--- src/include/cpu16_config.svh ---
`ifndef CPU16_CONFIG_SVH
`define CPU16_CONFIG_SVH

// data and instruction word width
`define CPU_DATA_BITS 16

// one address past the real registers is kept for the discarded write
`define CPU_REG_ADDR_BITS 5

`define CPU_NUM_REGS 16

// register file drops writes to this address
`define CPU_NO_WRITE_ADDR 16

// upper immediate bits supplied by the 0x1 prefix
`define CPU_IMM_HI_BITS 12

`endif

--- src/source/cpu16_pkg.sv ---
`include "cpu16_config.svh"

package cpu16_pkg;

	typedef logic [`CPU_DATA_BITS-1:0] word_t;
	typedef logic [`CPU_REG_ADDR_BITS-1:0] reg_addr_t;
	typedef logic [4:0] alu_op_t;	// bit 4 set for single-register ops

	typedef struct packed {
		logic c;
		logic z;
		logic s;
	} flags_t;

	typedef enum logic [2:0] {
		COND_BZ, COND_BNZ, COND_BS, COND_BNS,
		COND_BC, COND_BNC, COND_BA, COND_RSVD
	} cond_t;

	localparam word_t NOP_INS = '0;

	// instruction field positions, each field one nibble wide
	localparam int OPC_LSB = 12;
	localparam int SUB_LSB = 8;	// also holds the branch condition
	localparam int DST_LSB = 4;
	localparam int SRC_LSB = 0;

	localparam logic [3:0] OPC_MISC   = 4'h0;
	localparam logic [3:0] OPC_IMM    = 4'h1;
	localparam logic [3:0] OPC_ALU_RR = 4'h2;
	localparam logic [3:0] OPC_ALU_RI = 4'h3;
	localparam logic [3:0] OPC_BRANCH = 4'h4;

	// sub-ops of the misc class
	localparam logic [3:0] MISC_INC    = 4'h2;
	localparam logic [3:0] MISC_DEC    = 4'h3;
	localparam logic [3:0] MISC_ALU_SR = 4'h4;

	function automatic logic [3:0] ins_class(input word_t ins);
		ins_class = ins[OPC_LSB +: 4];
	endfunction

	function automatic logic [3:0] ins_sub(input word_t ins);
		ins_sub = ins[SUB_LSB +: 4];
	endfunction

	function automatic reg_addr_t ins_dst(input word_t ins);
		ins_dst = reg_addr_t'(ins[DST_LSB +: 4]);
	endfunction

	function automatic reg_addr_t ins_src(input word_t ins);
		ins_src = reg_addr_t'(ins[SRC_LSB +: 4]);
	endfunction

	function automatic logic [3:0] ins_lo(input word_t ins);
		ins_lo = ins[SRC_LSB +: 4];
	endfunction

	function automatic logic [`CPU_IMM_HI_BITS-1:0] ins_imm_hi(input word_t ins);
		ins_imm_hi = ins[`CPU_IMM_HI_BITS-1:0];
	endfunction

	function automatic cond_t ins_cond(input word_t ins);
		ins_cond = cond_t'(ins[SUB_LSB +: 3]);
	endfunction

	function automatic alu_op_t alu_op_rr(input word_t ins);
		alu_op_rr = {1'b0, ins[SUB_LSB +: 4]};
	endfunction

	function automatic alu_op_t alu_op_sr(input word_t ins);
		alu_op_sr = {1'b1, ins[DST_LSB +: 4]};
	endfunction

	// inc, dec and single-register ops write back their source register
	function automatic logic writes_src(input word_t ins);
		writes_src = ins_class(ins) == OPC_MISC &&
			ins_sub(ins) inside {MISC_INC, MISC_DEC, MISC_ALU_SR};
	endfunction

	function automatic logic is_alu_op(input word_t ins);
		is_alu_op = ins_class(ins) inside {OPC_ALU_RR, OPC_ALU_RI} ||
			(ins_class(ins) == OPC_MISC && ins_sub(ins) == MISC_ALU_SR);
	endfunction

endpackage

--- src/source/fetch_unit.sv ---
`timescale 1ns/1ns

module fetch_unit (
	input  logic             CLK,
	input  logic             RSTb,
	input  cpu16_pkg::word_t mem_in,
	input  logic             stall,
	input  logic             stall_rewind,
	input  logic             redirect,
	input  cpu16_pkg::word_t redirect_target,
	output cpu16_pkg::word_t memory_addr,
	output cpu16_pkg::word_t stage1_ins
);
	import cpu16_pkg::*;

	word_t pc;
	word_t pc_prev;	// address of the word held in stage 1
	word_t pc_next;
	word_t pc_prev_next;
	word_t stage1_next;

	assign memory_addr = pc;

	always_comb begin
		pc_next = pc + word_t'(1);
		pc_prev_next = pc;
		stage1_next = mem_in;
		if (redirect) begin
			pc_next = redirect_target;
			stage1_next = NOP_INS;	// kill the word fetched behind the branch
		end else if (stall) begin
			stage1_next = stage1_ins;
			pc_prev_next = pc_prev;
			// a rewind refetches the held word, otherwise park one past it
			pc_next = stall_rewind ? pc_prev : pc_prev + word_t'(1);
		end
	end

	always_ff @(posedge CLK) begin
		if (!RSTb) begin
			pc <= '0;
			pc_prev <= '0;
			stage1_ins <= NOP_INS;
		end else begin
			pc <= pc_next;
			pc_prev <= pc_prev_next;
			stage1_ins <= stage1_next;
		end
	end

endmodule

--- src/source/hazard_scoreboard.sv ---
`timescale 1ns/1ns
`include "cpu16_config.svh"

module hazard_scoreboard (
	input  logic                 CLK,
	input  logic                 RSTb,
	input  logic                 mark_valid,
	input  cpu16_pkg::reg_addr_t mark_reg,
	input  logic                 mark_flags,
	input  cpu16_pkg::reg_addr_t query_a,
	input  cpu16_pkg::reg_addr_t query_b,
	output logic                 busy,
	output logic                 clears_next,
	output logic                 flag_busy,
	output logic                 flag_clears_next
);
	import cpu16_pkg::*;

	localparam int IDX_BITS = $clog2(`CPU_NUM_REGS);

	typedef logic [`CPU_NUM_REGS-1:0] pend_t;

	pend_t mark_vec;
	pend_t pend2;
	pend_t pend3;
	pend_t pend4;
	pend_t pend_any;
	pend_t pend_early;	// still ahead of stage 4
	logic  flag2;
	logic  flag3;

	// addresses past the real registers never pend
	function automatic logic pend_bit(input pend_t vec, input reg_addr_t addr);
		pend_bit = 1'b0;
		if (addr < `CPU_NUM_REGS)
			pend_bit = vec[addr[IDX_BITS-1:0]];
	endfunction

	always_comb begin
		mark_vec = '0;
		if (mark_valid && mark_reg < `CPU_NUM_REGS)
			mark_vec[mark_reg[IDX_BITS-1:0]] = 1'b1;
	end

	assign pend_any = pend2 | pend3 | pend4;
	assign pend_early = pend2 | pend3;

	assign busy = pend_bit(pend_any, query_a) || pend_bit(pend_any, query_b);
	// only stage 4 left, its write lands at the coming edge
	assign clears_next = !pend_bit(pend_early, query_a) && !pend_bit(pend_early, query_b);

	assign flag_busy = flag2 | flag3;
	assign flag_clears_next = !flag2;	// stage 3 op already hit the ALU

	always_ff @(posedge CLK) begin
		if (!RSTb) begin
			pend2 <= '0;
			pend3 <= '0;
			pend4 <= '0;
			flag2 <= 1'b0;
			flag3 <= 1'b0;
		end else begin
			pend2 <= mark_vec;
			pend3 <= pend2;
			pend4 <= pend3;
			flag2 <= mark_flags;
			flag3 <= flag2;
		end
	end

	a_mark_real_reg: assert property (@(posedge CLK) disable iff (!RSTb)
		mark_valid |-> mark_reg != reg_addr_t'(`CPU_NO_WRITE_ADDR));

endmodule

--- src/source/decode_stage.sv ---
`timescale 1ns/1ns
`include "cpu16_config.svh"

module decode_stage (
	input  logic                 CLK,
	input  logic                 RSTb,
	input  cpu16_pkg::word_t     stage1_ins,
	input  logic                 flags_c,
	input  logic                 flags_z,
	input  logic                 flags_s,
	input  logic                 busy,
	input  logic                 clears_next,
	input  logic                 flag_busy,
	input  logic                 flag_clears_next,
	output cpu16_pkg::reg_addr_t reg_a_addr,
	output cpu16_pkg::reg_addr_t reg_b_addr,
	output cpu16_pkg::reg_addr_t query_a,
	output cpu16_pkg::reg_addr_t query_b,
	output cpu16_pkg::reg_addr_t mark_reg,
	output logic                 mark_valid,
	output logic                 mark_flags,
	output logic                 stall,
	output logic                 stall_rewind,
	output logic                 redirect,
	output cpu16_pkg::word_t     redirect_target,
	output cpu16_pkg::word_t     stage2_ins,
	output cpu16_pkg::word_t     stage2_imm
);
	import cpu16_pkg::*;

	localparam reg_addr_t NO_REG = reg_addr_t'(`CPU_NO_WRITE_ADDR);

	flags_t                      flags;
	logic [`CPU_IMM_HI_BITS-1:0] imm_hi;
	logic [`CPU_IMM_HI_BITS-1:0] imm_hi_next;
	word_t                       imm_full;
	logic                        writes_reg;
	logic                        is_prefix;
	logic                        is_branch;
	logic                        cond_branch;
	logic                        cond_met;
	logic                        flag_stall;

	assign flags = '{c: flags_c, z: flags_z, s: flags_s};
	assign imm_full = {imm_hi, ins_lo(stage1_ins)};

	// unused queries point at the no-write slot, which never pends
	always_comb begin
		reg_a_addr = '0;
		reg_b_addr = '0;
		query_a = NO_REG;
		query_b = NO_REG;
		mark_reg = NO_REG;
		writes_reg = 1'b0;
		is_prefix = 1'b0;
		is_branch = 1'b0;
		case (ins_class(stage1_ins))
			OPC_MISC: begin
				if (writes_src(stage1_ins)) begin
					reg_a_addr = ins_src(stage1_ins);
					query_a = ins_src(stage1_ins);
					mark_reg = ins_src(stage1_ins);
					writes_reg = 1'b1;
				end
			end
			OPC_IMM: is_prefix = 1'b1;
			OPC_ALU_RR: begin
				reg_a_addr = ins_dst(stage1_ins);
				reg_b_addr = ins_src(stage1_ins);
				query_a = ins_dst(stage1_ins);
				query_b = ins_src(stage1_ins);
				mark_reg = ins_dst(stage1_ins);
				writes_reg = 1'b1;
			end
			OPC_ALU_RI: begin
				reg_a_addr = ins_dst(stage1_ins);	// B gets the immediate
				query_a = ins_dst(stage1_ins);
				mark_reg = ins_dst(stage1_ins);
				writes_reg = 1'b1;
			end
			OPC_BRANCH: is_branch = 1'b1;
			default: ;
		endcase
	end

	always_comb begin
		cond_met = 1'b0;
		case (ins_cond(stage1_ins))
			COND_BZ:   cond_met = flags.z;
			COND_BNZ:  cond_met = !flags.z;
			COND_BS:   cond_met = flags.s;
			COND_BNS:  cond_met = !flags.s;
			COND_BC:   cond_met = flags.c;
			COND_BNC:  cond_met = !flags.c;
			COND_BA:   cond_met = 1'b1;
			COND_RSVD: cond_met = 1'b0;	// never taken
		endcase
	end

	// only branches that look at flags wait for them
	assign cond_branch = is_branch && ins_cond(stage1_ins) != COND_BA &&
		ins_cond(stage1_ins) != COND_RSVD;
	assign flag_stall = cond_branch && flag_busy;

	assign stall = busy || flag_stall;
	assign stall_rewind = (busy && !clears_next) || (flag_stall && !flag_clears_next);

	assign redirect = is_branch && cond_met && !stall;
	assign redirect_target = imm_full;

	assign mark_valid = writes_reg && !stall;
	assign mark_flags = is_alu_op(stage1_ins) && !stall;

	always_comb begin
		imm_hi_next = '0;	// prefix serves the next instruction only
		if (is_prefix)
			imm_hi_next = ins_imm_hi(stage1_ins);
		else if (stall)
			imm_hi_next = imm_hi;
	end

	always_ff @(posedge CLK) begin
		if (!RSTb) begin
			imm_hi <= '0;
			stage2_ins <= NOP_INS;
		end else begin
			imm_hi <= imm_hi_next;
			stage2_ins <= stall ? NOP_INS : stage1_ins;	// bubble while stage 1 waits
		end
	end

	always_ff @(posedge CLK) begin
		stage2_imm <= imm_full;
	end

	a_no_stall_on_nop: assert property (@(posedge CLK) disable iff (!RSTb)
		stage1_ins == NOP_INS |-> !stall);

endmodule

--- src/source/execute_stage.sv ---
`timescale 1ns/1ns
`include "cpu16_config.svh"

module execute_stage (
	input  logic                 CLK,
	input  logic                 RSTb,
	input  cpu16_pkg::word_t     stage2_ins,
	input  cpu16_pkg::word_t     stage2_imm,
	input  cpu16_pkg::word_t     reg_a,
	input  cpu16_pkg::word_t     reg_b,
	input  cpu16_pkg::word_t     alu_out,
	output cpu16_pkg::word_t     alu_a,
	output cpu16_pkg::word_t     alu_b,
	output cpu16_pkg::alu_op_t   alu_op,
	output cpu16_pkg::reg_addr_t reg_wr_addr,
	output cpu16_pkg::word_t     reg_file_in
);
	import cpu16_pkg::*;

	word_t stage3_ins;
	word_t stage4_ins;
	word_t result3;
	word_t result3_next;
	word_t result4;
	logic  stage3_alu;

	// stage 2 drives the ALU, inc and dec are done here
	always_comb begin
		alu_a = '0;
		alu_b = '0;
		alu_op = '0;
		result3_next = '0;
		case (ins_class(stage2_ins))
			OPC_MISC: begin
				case (ins_sub(stage2_ins))
					MISC_INC: result3_next = reg_a + word_t'(1);
					MISC_DEC: result3_next = reg_a - word_t'(1);
					MISC_ALU_SR: begin
						alu_b = reg_a;	// single-register ops use the B operand
						alu_op = alu_op_sr(stage2_ins);
					end
					default: ;
				endcase
			end
			OPC_ALU_RR: begin
				alu_a = reg_a;
				alu_b = reg_b;
				alu_op = alu_op_rr(stage2_ins);
			end
			OPC_ALU_RI: begin
				alu_a = reg_a;
				alu_b = stage2_imm;
				alu_op = alu_op_rr(stage2_ins);
			end
			default: ;
		endcase
	end

	assign stage3_alu = is_alu_op(stage3_ins);	// alu_out belongs to stage 3

	// stage 4 write-back
	always_comb begin
		reg_wr_addr = reg_addr_t'(`CPU_NO_WRITE_ADDR);
		reg_file_in = '0;
		if (writes_src(stage4_ins)) begin
			reg_wr_addr = ins_src(stage4_ins);
			reg_file_in = result4;
		end else if (ins_class(stage4_ins) inside {OPC_ALU_RR, OPC_ALU_RI}) begin
			reg_wr_addr = ins_dst(stage4_ins);
			reg_file_in = result4;
		end
	end

	always_ff @(posedge CLK) begin
		if (!RSTb) begin
			stage3_ins <= NOP_INS;
			stage4_ins <= NOP_INS;
		end else begin
			stage3_ins <= stage2_ins;
			stage4_ins <= stage3_ins;
		end
	end

	always_ff @(posedge CLK) begin
		result3 <= result3_next;
		result4 <= stage3_alu ? alu_out : result3;
	end

	a_idle_alu_on_nop: assert property (@(posedge CLK) disable iff (!RSTb)
		stage2_ins == NOP_INS |-> alu_op == '0);

endmodule

--- src/source/pipeline16.sv ---
`timescale 1ns/1ns

// the register file returns read data one cycle after the address,
// the ALU registers its result and latches flags on the same edge
module pipeline16 (
	input  logic                 CLK,
	input  logic                 RSTb,
	input  logic                 C,
	input  logic                 Z,
	input  logic                 S,
	output cpu16_pkg::alu_op_t   alu_op,
	output cpu16_pkg::word_t     alu_a,
	output cpu16_pkg::word_t     alu_b,
	input  cpu16_pkg::word_t     alu_out,
	output cpu16_pkg::word_t     reg_file_in,
	output cpu16_pkg::reg_addr_t reg_wr_addr,
	output cpu16_pkg::reg_addr_t reg_a_addr,
	output cpu16_pkg::reg_addr_t reg_b_addr,
	input  cpu16_pkg::word_t     reg_a,
	input  cpu16_pkg::word_t     reg_b,
	input  cpu16_pkg::word_t     mem_in,
	output cpu16_pkg::word_t     memory_addr
);
	import cpu16_pkg::*;

	word_t     stage1_ins;
	word_t     stage2_ins;
	word_t     stage2_imm;
	word_t     redirect_target;
	logic      stall;
	logic      stall_rewind;
	logic      redirect;
	reg_addr_t query_a;
	reg_addr_t query_b;
	reg_addr_t mark_reg;
	logic      mark_valid;
	logic      mark_flags;
	logic      busy;
	logic      clears_next;
	logic      flag_busy;
	logic      flag_clears_next;

	fetch_unit u_fetch (
		.CLK             (CLK),
		.RSTb            (RSTb),
		.mem_in          (mem_in),
		.stall           (stall),
		.stall_rewind    (stall_rewind),
		.redirect        (redirect),
		.redirect_target (redirect_target),
		.memory_addr     (memory_addr),
		.stage1_ins      (stage1_ins)
	);

	hazard_scoreboard u_scoreboard (
		.CLK              (CLK),
		.RSTb             (RSTb),
		.mark_valid       (mark_valid),
		.mark_reg         (mark_reg),
		.mark_flags       (mark_flags),
		.query_a          (query_a),
		.query_b          (query_b),
		.busy             (busy),
		.clears_next      (clears_next),
		.flag_busy        (flag_busy),
		.flag_clears_next (flag_clears_next)
	);

	decode_stage u_decode (
		.CLK              (CLK),
		.RSTb             (RSTb),
		.stage1_ins       (stage1_ins),
		.flags_c          (C),
		.flags_z          (Z),
		.flags_s          (S),
		.busy             (busy),
		.clears_next      (clears_next),
		.flag_busy        (flag_busy),
		.flag_clears_next (flag_clears_next),
		.reg_a_addr       (reg_a_addr),
		.reg_b_addr       (reg_b_addr),
		.query_a          (query_a),
		.query_b          (query_b),
		.mark_reg         (mark_reg),
		.mark_valid       (mark_valid),
		.mark_flags       (mark_flags),
		.stall            (stall),
		.stall_rewind     (stall_rewind),
		.redirect         (redirect),
		.redirect_target  (redirect_target),
		.stage2_ins       (stage2_ins),
		.stage2_imm       (stage2_imm)
	);

	execute_stage u_execute (
		.CLK         (CLK),
		.RSTb        (RSTb),
		.stage2_ins  (stage2_ins),
		.stage2_imm  (stage2_imm),
		.reg_a       (reg_a),
		.reg_b       (reg_b),
		.alu_out     (alu_out),
		.alu_a       (alu_a),
		.alu_b       (alu_b),
		.alu_op      (alu_op),
		.reg_wr_addr (reg_wr_addr),
		.reg_file_in (reg_file_in)
	);

endmodule

--- config.mk ---
export PLATFORM = sky130hd
export DESIGN_NAME = pipeline16
export DESIGN_NICKNAME = d
export VERILOG_FILES = /design/src/source/cpu16_pkg.sv /design/src/source/fetch_unit.sv /design/src/source/hazard_scoreboard.sv /design/src/source/decode_stage.sv /design/src/source/execute_stage.sv /design/src/source/pipeline16.sv
export VERILOG_INCLUDE_DIRS = /design/src /design/src/include
export SDC_FILE = /design/constraint.sdc
export NUM_CORES = 1
export LEC_CHECK = 0
export BUFFER_PORTS_ARGS = -buffer_cell sky130_fd_sc_hd__buf_2
export CORE_MARGIN = 2
export CORE_UTILIZATION = 36
export CTS_CLUSTER_SIZE = 10
export DETAILED_ROUTE_END_ITERATION = 6
export GPL_ROUTABILITY_DRIVEN = 0
export PLACE_DENSITY_LB_ADDON = 0.1
export SLEW_MARGIN = 20
export SYNTH_ARGS = -nofsm -noshare
export SYNTH_HDL_FRONTEND = slang
export SYNTH_SLANG_ARGS = --single-unit
--- constraint.sdc ---
create_clock -name CLK -period 9.1 [get_ports CLK]
set_input_delay 1.82 -clock CLK [delete_from_list [all_inputs] [get_ports CLK]]
set_output_delay 1.82 -clock CLK [all_outputs]
set_load 0.1 [all_outputs]
==> metrics list, run 1 <==
* Final-report setup violation count: 0
- Counting flops and latches in the post-synthesis netlist gives 206.
* Total Die Area: 26600 um^2
* Global-route congestion overflow total: 0
- Via count of the first global-routing pass: 7043
- At the pin with the least slew margin, the transition time is 1.06 ns.
- Number of antenna violations at the first check in global routing: 2
- Worst-case reg-to-reg path depth: 11
* Beginning of the worst register-to-register path: u_fetch.stage1_ins[13]$_SDFFE_PP0P_
- Summing the sequential cell areas from Yosys gives 45.2% of the chip area.
* Worst-case headroom to the max-slew limit: 28.3%
- No sink is reached through more buffers than the 3 on the longest clock path.
- For this block, the via count after detailed routing is 7476.
* Post-Syn Area per Cell: 8.94 um^2
- Vertical die dimension: 163 um
- The post-route netlist has 20.1% of its cells at a drive strength greater than 1.
- Clock insertion delay at the later pin of the skew report: 0.52 ns
* Cell area after synthesis: 9120 um^2
- The path with the worst hold slack has its endpoint at u_decode.stage2_imm[14]$_DFF_P_.
- Warnings, synthesis: 0
* Row Count: 58
* Half-perimeter wire length of the detailed placement result: 18.1 mm
* Cell chosen for the clock root: sky130_fd_sc_hd__clkbuf_16
- After layout, the design draws a total of 0.00251 W.
* Worst-path fanout max: 21
- Setup repair after global routing missed its margin: false
- For this run, the total global-route usage over all layers was measured as 18.7%.
- Timing would allow up to 0.197 GHz.
* Synth-to-layout area growth: 18.5%
- After Yosys synthesis, and, or, nand and nor cells account for 25.1% of the synthesized area.
- The die is 163 um wide.
* Leading cell type in the layout, fill and taps excluded: sky130_fd_sc_hd__dfxtp_1
* Area share of fa/ha/maj cells after synthesis: 2.41%
- Antenna violation net count after detailed routing: 0
- Average wire length per cell after detail routing: 17.1 um
- Hold violation count in the final report: 0
- Shortest period the worst path allows: 5.08 ns
- Main combinational cell family by area after synthesis: simple AND/OR/NAND/NOR gates
- Final period util: 55.8%
- The clock drives 206 sinks.
- Hold buffer count at cts: 0
- In this run, CTS created clock tree buffers numbering 25.
* P per Cell Area: 233 nW/um^2
* Maximum level of the CTS H-tree: 1
* Initial drt markers: 456
- Of all flip-flops after synthesis, the portion carrying an async set or reset was 0%.
- Count of flip-flops with a built-in enable after synthesis: 0
* Outcome: finished clean
- In the layout the commonest cells are sky130_fd_sc_hd__dfxtp_1 (206), sky130_fd_sc_hd__buf_2 (150), sky130_fd_sc_hd__nand2_1 (112), sky130_fd_sc_hd__nor2_1 (87), sky130_fd_sc_hd__and2_1 (74).
- TritonCTS built the clock tree.
- Core Util, Final: 43.2%
- Setup TNS: 0 ns
- Core area: 25000 um^2
* Portion of netlist area occupied by mux cells: 6.68%
- The path class of the tightest hold or removal check is register to register.
- Synthesized netlist cell count: 1020
* Endpoint of the worst register-to-register path: u_fetch.memory_addr[13]$_SDFF_PN0_
- Clock-pin slew was measured on the worst setup and hold paths at 0.06 ns.
- The max-slew violation count came to 0.
* Peak supply drop: 0.000138 V
- Hold wc startpoint: u_decode.imm_hi[10]$_SDFFE_PN0P_
- Summing the areas of all xor and xnor instances in the mapped netlist gives 3.46% of the synthesized area.
* First-pass GRT wire length: 39.4 mm
- Entering global routing, the biggest net connects 91 pins.
* First-pass iteration count of the detailed router: 4
* Worst setup EP type: output port
- 153 I/O pins were placed.
- For this run, design rule violations remaining after detail routing come to 0.
* Reported max-cap violation count: 0
- DRT Wirelength: 25.3 mm
* Crit path kind: register to output port
- At the worst endpoint, the arrival time is 3.26 ns.
- On the final layout, the worst hold slack is 0.384 ns.
* Max Clock Skew: 0.0115 ns
* Startpoint types: register
- Post-layout nets: 1233
- Register-to-register setup slack: 5.04 ns
- Input and output buffers added on the ports amount to 150.
- Summing the areas of all compound-gate instances in the mapped netlist gives 13.2% of the synthesized area.
- For the worst setup path, the data required time is 7.28 ns.
- The number of different library cells used by synthesis comes to 71.
* Static leakage: 4.65 nW
* Number of resized instances in the post-cts repair step: 0
- Dividing the detail-routed via count by the number of cells gives 5.04.
- Most used flip-flop cell after synthesis: sky130_fd_sc_hd__dfxtp_1
- The number of setup buffers added after CTS is 0.
- The initial utilization of the core area, before any placement, comes to 36.4%.
* Number of stages on the worst hold path: 0
## area by class of cell
cell class / instances / area [um^2]
repair buffers: 158 / 811
clock buffers: 30 / 674
well taps: 330 / 413
inverters: 20 / 75.1
multi-input cells: 736 / 4690
clock inverters: 3 / 18.8
fillers: 2516 / 14200
diodes: 1 / 2.50
flip-flops and latches: 206 / 4120
## power breakdown
group | internal [W] | total, W | switching [W]
combinational | 0.000154 | 0.000587 | 0.000433
sequential | 0.000970 | 0.00106 | 0.0000894
clock | 0.000513 | 0.000868 | 0.000355
total | 0.00164 | 0.00251 | 0.000878
## sequential cells by signal, indices dropped and copies added, names as in the netlist
register and count:
u_decode.imm_hi 12, u_decode.stage2_imm 16, u_decode.stage2_ins 16, u_execute.result3 16, u_execute.result4 16, u_execute.stage3_ins 16, u_execute.stage4_ins 16, u_fetch.memory_addr 16
u_fetch.pc_prev 16, u_fetch.stage1_ins 16, u_scoreboard.flag2 1, u_scoreboard.flag3 1, u_scoreboard.pend2 16, u_scoreboard.pend3 16, u_scoreboard.pend4 16
## worst max path at each step
stage                     end                               start  slack [ns]  depth (start not counted)
finish               alu_b[7]  u_decode.stage2_ins[15]$_SDFF_PP0_        4.02                          6
global route         alu_b[7]  u_decode.stage2_ins[15]$_SDFF_PP0_        3.79                          6
CTS                  alu_b[7]  u_decode.stage2_ins[15]$_SDFF_PP0_        3.77                          6
detailed placement   alu_b[7]  u_decode.stage2_ins[15]$_SDFF_PP0_        4.34                          6
global placement    alu_b[15]  u_decode.stage2_ins[15]$_SDFF_PP0_        4.47                          6
floorplan            alu_b[0]                            reg_b[0]        3.29                          2
## per-layer routing
| metal | up-vias | part of all wire [%] | track usage (%) |
|---|---|---|---|
| li1 | 3799 | - | - |
| met4 | 2 | 1.5 | 4.30 |
| met1 | 3462 | 48 | 25.8 |
| met3 | 31 | 5.5 | 3.15 |
| met2 | 182 | 45 | 30.5 |
| met5 | - | 0.051 | 0 |
## worst max-delay path, stage by stage (launching register included)
cell,delay (ns)
sky130_fd_sc_hd__dfxtp_1,0.31
sky130_fd_sc_hd__nor2_2,0.55
sky130_fd_sc_hd__nor4b_1,0.35
sky130_fd_sc_hd__and3_1,0.81
sky130_fd_sc_hd__nand2_1,0.12
sky130_fd_sc_hd__o21ai_0,0.12
sky130_fd_sc_hd__buf_2,0.47
## stage by stage
stage	cell area, um^2	setup WS [ns]	cells
after detailed placement	10100	4.34	1450
after global routing	10800	3.79	1483
after global placement	10100	4.47	1450
after CTS	10800	3.77	1483
final	10800	4.02	1484
after floorplan	9130	3.29	1021
## logic make-up after synthesis
family	count (synthesis)
compound gates	186
xor+xnor	36
fa+ha+maj	17
buf+inv	79
flops	206
mux	56
other cells	1
simple gates	439
## cell usage after synthesis, drive strengths merged (2+ instances only)
library cell / n / area [um^2]
a211oi: 20 / 155
a21boi: 7 / 52.6
a21o: 2 / 15.0
a21oi: 54 / 270
a221oi: 2 / 17.5
a22o: 8 / 70.1
a22oi: 13 / 97.6
a31oi: 3 / 18.8
a32oi: 6 / 52.6
and2: 75 / 469
and3: 42 / 263
and4: 2 / 20.0
buf: 26 / 155
clkbuf: 33 / 125
dfxtp: 206 / 4120
ha: 16 / 200
inv: 19 / 71.3
mux2: 19 / 214
mux2i: 35 / 350
mux4: 2 / 45.0
nand2: 114 / 435
nand3: 19 / 95.1
nand3b: 2 / 15.0
nand4: 15 / 109
nor2: 89 / 334
nor2b: 21 / 131
nor3: 31 / 155
nor3b: 4 / 40.0
nor4: 5 / 46.3
nor4b: 6 / 82.6
nor4bb: 2 / 20.0
o211a: 3 / 30.0
o211ai: 7 / 57.6
o21a: 2 / 15.0
o21ai: 46 / 230
o311a: 2 / 20.0
or2: 2 / 12.5
or3: 7 / 43.8
or4: 2 / 15.0
xnor2: 13 / 114
xor2: 23 / 201
Power figures use the tool's default switching activity.
==> run 2: changes to the inputs <==
==> constraint.sdc (replaced) <==
create_clock -name CLK -period 5.16 [get_ports CLK]
set_input_delay 1.032 -clock CLK [delete_from_list [all_inputs] [get_ports CLK]]
set_output_delay 1.032 -clock CLK [all_outputs]
set_load 0.1 [all_outputs]
==> metrics list, run 2 (same netlist as run 1, synthesis figures left out) <==
- The worst path needs 4.08 ns of the cycle, external delays included.
- The sequential standard cell area was 4130 um^2 (about the same).
* Max Clock Skew: 0.0143 ns (+0.00278 ns)
- The worst hold path belongs to the class register to register.
- The total design power was 0.00446 W (+77%).
- Diodes inserted: 0 (-1)
- The clock latency on the worst-skew pair was 0.51 ns (about the same).
* Fillers: 2529 (+0.52%)
* Vertical die dimension: 163 um (unchanged)
- The quantity of I/O buffers inserted on ports came to 150 (unchanged).
* Worst-case headroom to the max-slew limit: 29.0% (+0.67 points)
- The max-slew violation count came to 0 (unchanged).
* Startpoint types: register
- Count of placed standard cells including taps: 1452 (+0.14%)
- The fraction of layout cells with a size suffix above 1 came to 20.1% (-0.035 points).
- The clock transition at the registers of the reported paths is 0.06 ns (about the same).
- Number of resized instances in the post-cts repair step: 0 (unchanged)
- The data arrival time at the worst-slack endpoint came to 4.51 ns (+1.25 ns).
- The wire length reported by the detailed router was 25.8 mm (+1.9%).
* Beginning of the worst register-to-register path: u_fetch.stage1_ins[13]$_SDFFE_PP0P_
- Total Die Area: 26600 um^2 (unchanged)
- The x dimension of the die is 163 um (unchanged).
- The total clock buffers created by CTS was 25 (unchanged).
* Core Util, Final: 43.3% (+0.12 points)
- Derived from the worst setup path, the maximum achievable clock frequency is 0.245 GHz.
* Half-perimeter wire length of the detailed placement result: 18.7 mm (+3.6%)
- The area growth from synthesis to layout is 18.8%.
- Number of antenna violations at the first check in global routing: 0 (-2)
* Area of the multi-input gates: 4690 um^2 (about the same)
- The hold-fix buffer count after cts is 0 (unchanged).
* Starting density of the core: 36.4% (unchanged)
- Setup TNS: 0 ns (unchanged)
- The number of nets in the layout was 1235 (+0.16%).
- CP required: 5.59 ns (-1.69 ns)
* Worst-path fanout max: 47 (+120%)
- In this run the worst setup path begins at u_fetch.stage1_ins[13]$_SDFFE_PP0P_.
* Row Count: 58 (unchanged)
- Worst setup EP type: register
- Crit path kind: register to register
* Post-CTS Setup Inserts: 0 (unchanged)
* Vias: 7522 (+0.62%)
- Reported max-cap violation count: 0 (unchanged)
- Routed via count divided by cell count: 5.07 (+0.55%)
- The maximum vdd drop is 0.000238 V (+73%).
- P per Cell Area: 411 nW/um^2 (+77%)
* Setup repair after global routing missed its margin: false
* Num Clock Sinks: 206 (unchanged)
- Non-Filler Instances: 1485 (+0.067%)
- The final critical path takes up 79.1% of the cycle.
- Hold wc startpoint: u_decode.imm_hi[1]$_SDFFE_PN0P_
- Maximum level of the CTS H-tree: 1 (unchanged)
- First-pass GRT wire length: 39.1 mm (-0.61%)
- First-pass iteration count of the detailed router: 5 (+1)
- GRT Resource Usage Total: 18.7% (+0.038 points)
- The first-iteration detailed-routing DRC count was 449 (-1.5%).
- The number of buffers on the longest clock path is 3 (unchanged).
* DRC violation count after routing: 0 (unchanged)
* Cell chosen for the clock root: sky130_fd_sc_hd__clkbuf_16
- Leading cell type in the layout, fill and taps excluded: sky130_fd_sc_hd__dfxtp_1
- Via count of the first global-routing pass: 7125 (+1.2%)
- Outcome: finished clean
- The pin count of the biggest net entering global routing is 56 (-38%).
* Antenna violation net count after detailed routing: 0 (unchanged)
- Hold violation count in the final report: 0 (unchanged)
* Most frequent cells in the layout: sky130_fd_sc_hd__dfxtp_1 (205), sky130_fd_sc_hd__buf_2 (150), sky130_fd_sc_hd__nand2_1 (112), sky130_fd_sc_hd__nor2_1 (88), sky130_fd_sc_hd__and2_1 (74)
- TritonCTS built the clock tree.
- Top-level port count: 153 (unchanged)
- The static power due to leakage came to 4.67 nW (+0.32%).
* Global-route congestion overflow total: 0 (unchanged)
- The total core area was 25000 um^2 (unchanged).
- The per-cell routed wire length was 17.4 um (+1.8%).
- Transition time at the pin with the least slew margin: 1.06 ns (+0.00122 ns)
- The number of setup violations in the final report was 0 (unchanged).
## run 2: cell types whose count changed in the layout (fill, tap and decap cells not counted)
| cell | delta |
|---|---|
| sky130_fd_sc_hd__inv_6 | -1 |
| sky130_fd_sc_hd__buf_4 | +2 |
| sky130_fd_sc_hd__clkbuf_1 | +2 |
| sky130_fd_sc_hd__nor2_2 | -1 |
| sky130_fd_sc_hd__diode_2 | -1 |
| sky130_fd_sc_hd__dfxtp_1 | -1 |
| sky130_fd_sc_hd__dfxtp_2 | +1 |
| sky130_fd_sc_hd__nor2_1 | +1 |
| sky130_fd_sc_hd__clkinv_2 | -2 |
| sky130_fd_sc_hd__bufinv_16 | +1 |
## run 2: report_power, final
part | total (W) | internal [W] | switching [W]
sequential | 0.00187 | 0.00171 | 0.000154
clock | 0.00156 | 0.000955 | 0.000608
combinational | 0.00103 | 0.000274 | 0.000759
total | 0.00446 | 0.00294 | 0.00152
## run 2: worst paths after layout
path | slack, ns | to | depth (start not counted)
max | 1.08 | u_fetch.stage1_ins[1]$_SDFFE_PP0P_ | 11
min | 0.39 | u_decode.stage2_imm[5]$_DFF_P_ | 0
max reg2reg | 1.08 | u_fetch.stage1_ins[1]$_SDFFE_PP0P_ | 11
min reg2reg | 0.39 | u_decode.stage2_imm[5]$_DFF_P_ | 0
## run 2: cell type report
class,count,area share [%]
Clock buffer,32,6.29
Sequential cell,206,38.1
Timing Repair Buffer,160,7.62
Inverter,20,0.693
Tap cell,330,3.81
Multi-Input combinational cell,736,43.3
Clock inverter,1,0.277
## run 2: metrics by stage
| step | setup slack (ns) | hold WS, ns | instance area (um^2) |
|---|---|---|---|
| 5_1_grt | 0.683 | 0.402 | 10800 |
| 3_5_place_dp | 1.20 | 0.386 | 10100 |
| 2_1_floorplan | 0.590 | 0.326 | 9130 |
| 3_3_place_gp | 1.29 | 0.382 | 10100 |
| 6_report | 1.08 | 0.395 | 10800 |
| 4_1_cts | 0.898 | 0.395 | 10800 |
## run 2: worst max-delay path, cell delays in order, from the launching register on
cell and delay, ns:
sky130_fd_sc_hd__dfxtp_1 0.55, sky130_fd_sc_hd__nor3b_2 0.52, sky130_fd_sc_hd__nand2_1 0.35, sky130_fd_sc_hd__and2_1 0.32
sky130_fd_sc_hd__inv_2 0.21, sky130_fd_sc_hd__mux2i_1 0.21, sky130_fd_sc_hd__a2bb2oi_1 0.07, sky130_fd_sc_hd__or4_1 0.52
sky130_fd_sc_hd__nand2_2 0.67, sky130_fd_sc_hd__buf_4 0.33, sky130_fd_sc_hd__nand2_1 0.07, sky130_fd_sc_hd__a21oi_1 0.16
## run 2: layer usage
| layer | vias up | part of all wire, % | GRT usage (%) |
|---|---|---|---|
| met3 | 65 | 5.2 | 2.97 |
| met5 | - | 0 | 0 |
| li1 | 3803 | - | - |
| met4 | 0 | 3.7 | 7.48 |
| met2 | 215 | 44 | 30.2 |
| met1 | 3439 | 47 | 25.1 |
